===== src/verilog/lcd_cmd_pkg.sv =====
`default_nettype none

// command side of the tft shield controller
package lcd_cmd_pkg;

  // one command byte on the spi command port
  typedef logic [7:0] cmd_byte_t;

  // delay counter, wide enough for the default power-on wait
  typedef logic [20:0] delay_t;

  // st7735-style command codes
  localparam cmd_byte_t CMD_SLPOUT = 8'h11;
  localparam cmd_byte_t CMD_DISPON = 8'h29;
  localparam cmd_byte_t CMD_INVON  = 8'h21;
  localparam cmd_byte_t CMD_INVOFF = 8'h20;

  // gap between commands in clk cycles
  localparam delay_t DEFAULT_DELAY_CYCLES = 21'd625000;

  // sequencer fsm
  typedef enum logic [1:0] {
    SEQ_WAIT,
    SEQ_SEND,
    SEQ_RUN
  } seq_state_t;

endpackage : lcd_cmd_pkg

`default_nettype wire


===== src/verilog/spi_link_pkg.sv =====
`default_nettype none

// serial link side, spi mode 0, write only
package spi_link_pkg;

  // clk cycles per sck bit period
  localparam int SPI_CLK_DIV = 16;

  // sck goes high for the second half of a bit
  localparam int SPI_HALF_DIV = SPI_CLK_DIV / 2;

  // position inside one bit period
  typedef logic [$clog2(SPI_CLK_DIV)-1:0] div_cnt_t;

  // bit position inside a byte
  typedef logic [2:0] bit_cnt_t;

  // serializer fsm
  typedef enum logic [1:0] {
    SER_IDLE,
    SER_SHIFT,
    SER_GAP
  } ser_state_t;

endpackage : spi_link_pkg

`default_nettype wire

===== src/verilog/lcd_cmd_sequencer.sv =====
`timescale 1ns/1ps
`default_nettype none

// power-on wait, slpout and dispon, then invon/invoff forever
module lcd_cmd_sequencer
  import lcd_cmd_pkg::*;
#(
  parameter delay_t DELAY_CYCLES = DEFAULT_DELAY_CYCLES
)
(
  input  wire       clk,
  input  wire       rst,
  input  wire       cmd_ready,
  output logic      cmd_valid,
  output cmd_byte_t cmd_data,
  output logic      cmd_is_data,
  output logic      inv
);

  seq_state_t state;
  delay_t     delay_cnt;
  logic [1:0] cmd_idx;
  logic       accept;

  // offer held for the whole send state
  assign cmd_valid = (state == SEQ_SEND);
  assign accept = cmd_valid && cmd_ready;

  // only command bytes in this design
  assign cmd_is_data = 1'b0;

  // command list, index 0 is sent once after reset
  always_comb
  begin
    case (cmd_idx)
      2'd0:    cmd_data = CMD_SLPOUT;
      2'd1:    cmd_data = CMD_DISPON;
      2'd2:    cmd_data = CMD_INVON;
      default: cmd_data = CMD_INVOFF;
    endcase
  end

  always_ff @(posedge clk)
  begin
    if (rst)
    begin
      state     <= SEQ_WAIT;
      // power-on delay before the first command
      delay_cnt <= DELAY_CYCLES;
      cmd_idx   <= 2'd0;
      inv       <= 1'b0;
    end
    else
    begin
      case (state)
        // count the delay down to zero
        SEQ_WAIT:
        begin
          if (delay_cnt == '0)
          begin
            state <= SEQ_SEND;
          end
          else
          begin
            delay_cnt <= delay_cnt - 1'b1;
          end
        end

        // hold until the serializer takes the byte
        SEQ_SEND:
        begin
          if (accept)
          begin
            state     <= SEQ_RUN;
            // next delay starts at the handshake
            delay_cnt <= DELAY_CYCLES;
            if (cmd_data == CMD_INVON)
            begin
              inv <= 1'b1;
            end
            else if (cmd_data == CMD_INVOFF)
            begin
              inv <= 1'b0;
            end
          end
        end

        // step the list, keep the delay running
        SEQ_RUN:
        begin
          state <= SEQ_WAIT;
          // after invoff go back to invon, never to slpout
          if (cmd_idx == 2'd3)
          begin
            cmd_idx <= 2'd2;
          end
          else
          begin
            cmd_idx <= cmd_idx + 1'b1;
          end
          if (delay_cnt != '0)
          begin
            delay_cnt <= delay_cnt - 1'b1;
          end
        end

        default:
        begin
          state <= SEQ_WAIT;
        end
      endcase
    end
  end

endmodule : lcd_cmd_sequencer

`default_nettype wire


===== src/verilog/lcd_shield_top.sv =====
`timescale 1ns/1ps
`default_nettype none

// tft shield command controller, sequencer feeding the spi serializer
module lcd_shield_top
  import lcd_cmd_pkg::*;
#(
  parameter delay_t DELAY_CYCLES = DEFAULT_DELAY_CYCLES
)
(
  input  wire  clk,
  input  wire  rst,
  output logic inv,
  output logic sck,
  output logic rs_dc,
  output logic data,
  output logic cs
);

  // byte handshake between the two blocks
  logic      cmd_valid;
  logic      cmd_ready;
  logic      cmd_is_data;
  cmd_byte_t cmd_data;

  lcd_cmd_sequencer #(
    .DELAY_CYCLES (DELAY_CYCLES)
  ) seq_i (
    .clk         (clk),
    .rst         (rst),
    .cmd_ready   (cmd_ready),
    .cmd_valid   (cmd_valid),
    .cmd_data    (cmd_data),
    .cmd_is_data (cmd_is_data),
    .inv         (inv)
  );

  // display pins come straight from here
  lcd_spi_serializer ser_i (
    .clk         (clk),
    .rst         (rst),
    .cmd_valid   (cmd_valid),
    .cmd_data    (cmd_data),
    .cmd_is_data (cmd_is_data),
    .cmd_ready   (cmd_ready),
    .sck         (sck),
    .data        (data),
    .rs_dc       (rs_dc),
    .cs          (cs)
  );

endmodule : lcd_shield_top

`default_nettype wire


===== src/verilog/lcd_spi_serializer.sv =====
`timescale 1ns/1ps
`default_nettype none

// sends one accepted byte as a write-only spi mode-0 frame, msb first
module lcd_spi_serializer
  import lcd_cmd_pkg::*, spi_link_pkg::*;
(
  input  wire            clk,
  input  wire            rst,
  input  wire            cmd_valid,
  input  wire cmd_byte_t cmd_data,
  input  wire            cmd_is_data,
  output logic           cmd_ready,
  output logic           sck,
  output logic           data,
  output logic           rs_dc,
  output logic           cs
);

  ser_state_t state;
  div_cnt_t   div_cnt;
  bit_cnt_t   bit_cnt;
  cmd_byte_t  shift_q;
  logic       accept;
  logic       bit_end;
  logic       last_bit;

  // only idle takes a new byte
  assign cmd_ready = (state == SER_IDLE);
  assign accept = cmd_valid && cmd_ready;

  // last clk cycle of the current bit period
  assign bit_end = (div_cnt == div_cnt_t'(SPI_CLK_DIV - 1));
  assign last_bit = (bit_cnt == bit_cnt_t'(7));

  // chip select low for the whole shift phase
  assign cs = (state != SER_SHIFT);

  // sck from upper half of the divider
  // low in the first half, rising edge mid-bit
  // so it stays locked to data
  assign sck = (state == SER_SHIFT) && (div_cnt >= div_cnt_t'(SPI_HALF_DIV));

  // fsm, counters and pin registers
  always_ff @(posedge clk)
  begin
    if (rst)
    begin
      state   <= SER_IDLE;
      div_cnt <= '0;
      bit_cnt <= '0;
      data    <= 1'b0;
      rs_dc   <= 1'b0;
    end
    else
    begin
      case (state)
        SER_IDLE:
        begin
          if (accept)
          begin
            state   <= SER_SHIFT;
            div_cnt <= '0;
            bit_cnt <= '0;
            // bit 7 on the line from the first frame cycle
            data    <= cmd_data[7];
            // d/c low marks a command byte
            rs_dc   <= cmd_is_data;
          end
        end

        SER_SHIFT:
        begin
          if (bit_end)
          begin
            div_cnt <= '0;
            if (last_bit)
            begin
              // frame done, park the line low
              state <= SER_GAP;
              data  <= 1'b0;
            end
            else
            begin
              bit_cnt <= bit_cnt + 1'b1;
              // next bit lands with sck low
              data    <= shift_q[6];
            end
          end
          else
          begin
            div_cnt <= div_cnt + 1'b1;
          end
        end

        // one cycle with cs high between frames
        SER_GAP:
        begin
          state <= SER_IDLE;
        end

        default:
        begin
          state <= SER_IDLE;
        end
      endcase
    end
  end

  // byte being shifted, msb is always the bit on the line
  always_ff @(posedge clk)
  begin
    if (accept)
    begin
      shift_q <= cmd_data;
    end
    else if ((state == SER_SHIFT) && bit_end)
    begin
      shift_q <= {shift_q[6:0], 1'b0};
    end
  end

endmodule : lcd_spi_serializer

`default_nettype wire


===== config.mk =====
export PLATFORM = sky130hd
export DESIGN_NAME = lcd_shield_top
export DESIGN_NICKNAME = d
export VERILOG_FILES = /design/src/verilog/lcd_cmd_pkg.sv /design/src/verilog/spi_link_pkg.sv /design/src/verilog/lcd_cmd_sequencer.sv /design/src/verilog/lcd_shield_top.sv /design/src/verilog/lcd_spi_serializer.sv
export SDC_FILE = /design/constraint.sdc
export NUM_CORES = 1
export LEC_CHECK = 0
export ABC_AREA = 1
export BUFFER_PORTS_ARGS = -buffer_cell sky130_fd_sc_hd__buf_2
export CORE_MARGIN = 4
export CORE_UTILIZATION = 30
export DETAILED_ROUTE_END_ITERATION = 8
export PLACE_DENSITY = 0.42
export SLEW_MARGIN = 10
export SYNTH_ARGS = -nofsm -noshare
export SYNTH_HDL_FRONTEND = slang
export SYNTH_HIERARCHICAL = 1
export SYNTH_SLANG_ARGS = --single-unit
export TNS_END_PERCENT = 100

===== constraint.sdc =====
create_clock -name clk -period 1.95 [get_ports clk]
set_input_delay 0.195 -clock clk [delete_from_list [all_inputs] [get_ports clk]]
set_output_delay 0.195 -clock clk [all_outputs]
set_load 0.02 [all_outputs]

# After elaboration in Yosys (flattened, before gate mapping)
# Cells that the tools add are included.
# word_totals
ff_bits,43
input_bits,2
out_inout_bits,5
# op_classes
addsub,4
order_cmp,1
n_eq_ne,19
mux,28
reduce_logical,19
# op_table
op,n
2-to-1 mux 21 bit,3
case mux 21 bit (3 select lines),1
logical NOT 21 bit,1
nonzero test 21 bit,1
subtractor 21 x 1 -> 21 bit (second input constant),1
case mux 6 bit (3 select lines),1
2-to-1 mux 7 bit,2
== test 6 bit (second input constant),2
2-to-1 mux 2 bit,6
inequality test 2 x 1 -> 1 bit (second input constant),5
2-to-1 mux 3 bit,3
AND reduction 3 bit,3
2-to-1 mux 4 bit,2
inequality test 2 bit (second input constant),4
case mux 2 bit (2 select lines),2
case mux 4 bit (2 select lines),1
AND reduction 4 bit,2
== test 2 x 1 -> 1 bit (second input constant),3
== test 2 bit (second input constant),3
logical NOT 2 bit,3
case mux 3 bit (2 select lines),1
nonzero test 2 bit,3
2-to-1 mux 1 bit,5
adder 4 x 1 -> 4 bit (second input constant),1
9 further kinds,12

# Logic depth before layout (Yosys ltp)
# depth
depth_word,5
mapped_depth,11
depth_no_buf,10

# Cells and area by module
# Netlist, hierarchy kept.
# modules_own_cells
module,n_inst,cells_each,area_each_um2,seq_area_each_um2
lcd_cmd_sequencer,1,218,1492.7,520.5
lcd_spi_serializer,1,113,888.4,430.4

# Worst setup path before layout
# OpenSTA, ideal clock, no wires.
# synth_timing
path_type,flip-flop to flip-flop
start,reg seq_i.state[0]
end,"reg ser_i.shift_q[0], enable pin"
setup_ns,0.319
arrival_time_ns,1.057
t_required_ns,1.631
setup_slack_ns,0.573
path_stages_with_launch,7
path_buffers,0
path_cell_list,dfxtp_1 -> inv_1 -> nor2_2 -> nand2_1 -> inv_1 -> nor2_1 -> inv_1
# synth_between
elab_chain_len,3
# synth_lines
element,line_no,source
from (decl),lcd_cmd_sequencer.sv:20,seq_state_t state;
from (signal assigned),lcd_cmd_sequencer.sv:47,state <= SEQ_WAIT;
from (signal assigned),lcd_cmd_sequencer.sv:61,state <= SEQ_SEND;
from (signal assigned),lcd_cmd_sequencer.sv:74,state <= SEQ_RUN;
== test 2 x 1 -> 1 bit,lcd_cmd_sequencer.sv:26,assign cmd_valid = (state == SEQ_SEND);
via cmd_valid,lcd_shield_top.sv:21,logic cmd_valid;
logical AND 1 bit,lcd_spi_serializer.sv:30,assign accept = cmd_valid && cmd_ready;
nonzero test 2 bit (no line),n/a,
to (signal assigned),lcd_spi_serializer.sv:115,shift_q <= cmd_data;
to (signal assigned),lcd_spi_serializer.sv:119,"shift_q <= {shift_q[6:0], 1'b0};"
to (decl),lcd_spi_serializer.sv:23,cmd_byte_t shift_q;
# The timed path passes the listed nets, and every way through them passes these cells.
# A chain may end at the register's enable or synchronous reset.

# Worst setup path after layout
# layout_timing
start,reg seq_i.delay_cnt[0]
end,reg seq_i.delay_cnt[14]
# layout_between
elab_chain_len,3
# layout_lines
element,line_no,source
from (decl),lcd_cmd_sequencer.sv:21,delay_t delay_cnt;
from (signal assigned),lcd_cmd_sequencer.sv:65,delay_cnt <= delay_cnt - 1'b1;
from (signal assigned),lcd_cmd_sequencer.sv:103,delay_cnt <= delay_cnt - 1'b1;
subtractor 21 x 1 -> 21 bit (tied with other cells),"lcd_cmd_sequencer.sv:65, lcd_cmd_sequencer.sv:103",
2-to-1 mux 21 bit (tied with other cells),lcd_cmd_sequencer.sv:101,if (delay_cnt != '0)
case mux 21 bit (3 select lines) / AND reduction 4 bit (equally long branches),n/a,
# Several ways; a longest one is shown, not always the timed one. The select of a mux whose other input is x is not followed.

==> results.json <==
{
  "status": "complete, no violations",
  "grt_pass1_wl_um": 8252,
  "critPathMaxStageDelay_ns": 0.33,
  "synth_top_family_by_area": "simple AND/OR/NAND/NOR gates",
  "finish.utilization": 0.3387,
  "timing.max_cap.violations": 0,
  "grt_util_all_layers": 0.1041,
  "hold_viol_final": 0,
  "timing.critical_path.from_type": "register",
  "netlist_instances": 331,
  "design.portCount": 7,
  "post_cts.repair.setup_buffers": 0,
  "clock_path_buffers": 2,
  "grt_setup_unrepaired": "false",
  "fill_cells": 835,
  "cell_at_the_root_of_the_clock_tree": "clkbuf_8",
  "place.gp.congestion": 0.7395,
  "critical_path_required_ns": 2.14,
  "timing.critical_path.cells": "inv_1, ha_1, nand2_1, nor2_2, nand3_1, nor2_1, nand3_2, nand2_1, nor2_1",
  "die_area_sq_um": 9426,
  "layout-drive-gt1-share": 0.1250,
  "routedWlPerCell_um": 10.66,
  "critPathBufInv": 1,
  "post_dp_cell_area_sq_um": 2501,
  "syn_avg_cell_area_sq_um": 7.193,
  "grt_antenna_before_repair": 0,
  "detailroute.via_count": 1912,
  "route.detailed.drc": 0,
  "detail_route.wirelength_um": 4755,
  "via_per_inst": 4.287,
  "area_fraction_in_compound_gates_after_synthesis": 0.07199,
  "synth_seq_area_share": 0.3994,
  "core_region_area_sq_um": 7727,
  "antenna_cells_inserted": 0,
  "cp_top_family": "simple AND/OR/NAND/NOR gates",
  "syn_to_layout_area_delta_pct": 9.932,
  "drtPass1Iterations": 4,
  "worst_pin_slew_ns": 0.5971,
  "ant_nets": 0,
  "layout.cells.non_filler": 446,
  "postLayoutCellArea_sq_um": 2618,
  "timing.max_slew.rel_slack": 0.6015,
  "clock_h_tree_levels": 2,
  "chipHeight_um": 97.09,
  "portBuffers": 6,
  "ctsHoldBuffers": 0,
  "synth_seq_cells": 44,
  "power.density_nw_per_um2": 700.2,
  "regToRegSetupSlack_ns": 0.31,
  "cp.arrival_ns": 1.83,
  "finalCriticalPeriod_ns": 1.637,
  "placed_cells_incl_taps": 438,
  "rows": 32,
  "synth_simple_gate_area_share": 0.3994,
  "tritoncts": "done",
  "post-route-period-util": 0.8396,
  "post_cts.resized_instances": 0,
  "start_util": 0.3081,
  "vdd_ir_drop_max_mv": 0.2578,
  "first_global_vias": 1732,
  "clock_slew_at_reported_path_ffs_ns": 0.09,
  "hold_path.class": "in2reg",
  "insertion_delay_ns": 0.30,
  "crit_path_top_delay_cell": "dfxtp_1",
  "tritoncts.num_buffers": 5,
  "total_nets_final": 351,
  "total_power_w": 0.001833,
  "finalSetupViolCount": 0,
  "setup-tns-final_ns": 0,
  "drv_slew": 0,
  "worst-path-max-fanout": 6,
  "synth-warning-count": 6,
  "hpwlAfterDp_um": 3432,
  "synth_cell_types": 30,
  "fmaxAchievable_ghz": 0.6108,
  "die_w_um": 97.09,
  "detailedRoute.firstIterationViolations": 54,
  "grt_max_degree": 37,
  "clkSinkCount": 44,
  "synthXorXnorAreaFrac": 0,
  "syn_area_sq_um": 2381,
  "synthMuxAreaShare": 0,
  "criticalPathCategory": "reg2reg",
  "setup.worst_path.end_class": "register",
  "power.static_leakage_nw": 1.159,
  "overflow": 0,
  "synthAdderAreaFrac": 0.03153,
  "largest_clock_skew_in_the_final_design_ns": 0.007545
}
## logic make-up after synthesis
family,Yosys count
other,1
adder cells (fa/ha/maj),6
AND/OR/NAND/NOR,201
buffers and inverters,47
flip-flops,44
AO/OA/AOI/OAI,32
## layout make-up
type / instances / area [sq um] / share of cell area
clock buffers: 5 / 68.82 / 0.02629
clock inverters: 3 / 47.55 / 0.01816
inverters: 37 / 138.9 / 0.05306
multi-input cells: 244 / 1216 / 0.4646
flip-flops and latches: 44 / 950.9 / 0.3633
well taps: 102 / 127.6 / 0.04876
repair buffers: 11 / 67.56 / 0.02581
## through the flow
stage,setup slack (ns),hold WS [ns]
after global placement,0.2929,0.4606
after global routing,0.04294,0.2453
after CTS,0.2782,0.2301
final,0.3128,0.2301
after floorplan,0.5735,0.2641
after detailed placement,0.3060,0.4699
## worst register-to-register path: stages, from the launching register on
cell	delay (ns)
dfxtp_1	0.33
inv_1	0.10
ha_1	0.21
nand2_1	0.11
nor2_2	0.25
nand3_1	0.15
nor2_1	0.19
nand3_2	0.08
nand2_1	0.07
nor2_1	0.04
## state kept, by name, summed over array words and instances, names as in the netlist, 2 cells and up
| name | count |
|---|---|
| ser_i/shift_q | 7 |
| ser_i/bit_cnt | 3 |
| seq_i/state | 2 |
| seq_i/delay_cnt | 21 |
| ser_i/div_cnt | 4 |
| ser_i/state | 2 |
| seq_i/cmd_idx | 2 |
## worst paths after layout
path                                                       start                               end  depth (start not counted)
worst max-delay path             seq_i/delay_cnt[0]$_SDFFE_PP0P_  seq_i/delay_cnt[14]$_SDFFE_PP0P_                          9
worst min-delay path                                         rst     seq_i/cmd_idx[1]$_SDFFE_PP0N_                          3
worst max register to register   seq_i/delay_cnt[0]$_SDFFE_PP0P_  seq_i/delay_cnt[14]$_SDFFE_PP0P_                          9
worst min register to register  seq_i/delay_cnt[19]$_SDFFE_PP1P_  seq_i/delay_cnt[19]$_SDFFE_PP1P_                          2
## power by group
group          switching, W  internal [W]
combinational     0.0000930     0.0000516
sequential        0.0000254      0.000942
clock              0.000334      0.000386
## layout by cell type, fill, tap and decap left out, types with 6 or more instances in the layout
| master | n |
|---|---|
| nand3b_1 | 8 |
| ha_1 | 6 |
| nand3_1 | 27 |
| nor2_1 | 49 |
| edfxtp_1 | 7 |
| nand2_1 | 86 |
| buf_2 | 6 |
| inv_1 | 35 |
| dfxtp_1 | 37 |
| o21ai_0 | 7 |
| a21oi_1 | 22 |
## metal layers
metal | track usage | wire length (um)
met5 | 0 | 0
met4 | 0.02592 | 34
met3 | 0.02513 | 111
met2 | 0.1683 | 2136
met1 | 0.1396 | 2472
## synth_stat cells (all sizes together)
cell,instances,share of area
a21oi,22,0.046
buf,9,0.035
and2,1,0.0026
nand4,3,0.0079
nor4,1,0.0026
conb,1,0.0016
or2,1,0.0026
o211ai,1,0.0053
o221ai,1,0.0037
nor3,3,0.0063
nand3,32,0.078
dfxtp,37,0.31
clkbuf,1,0.0032
edfxtp,7,0.088
nand3b,8,0.025
or3,1,0.0026
inv,37,0.058
nand2,92,0.16
nor2,58,0.11
o21ai,8,0.017
ha,6,0.032
nor2b,1,0.0026
No activity file was read; power rests on OpenSTA's default activity.
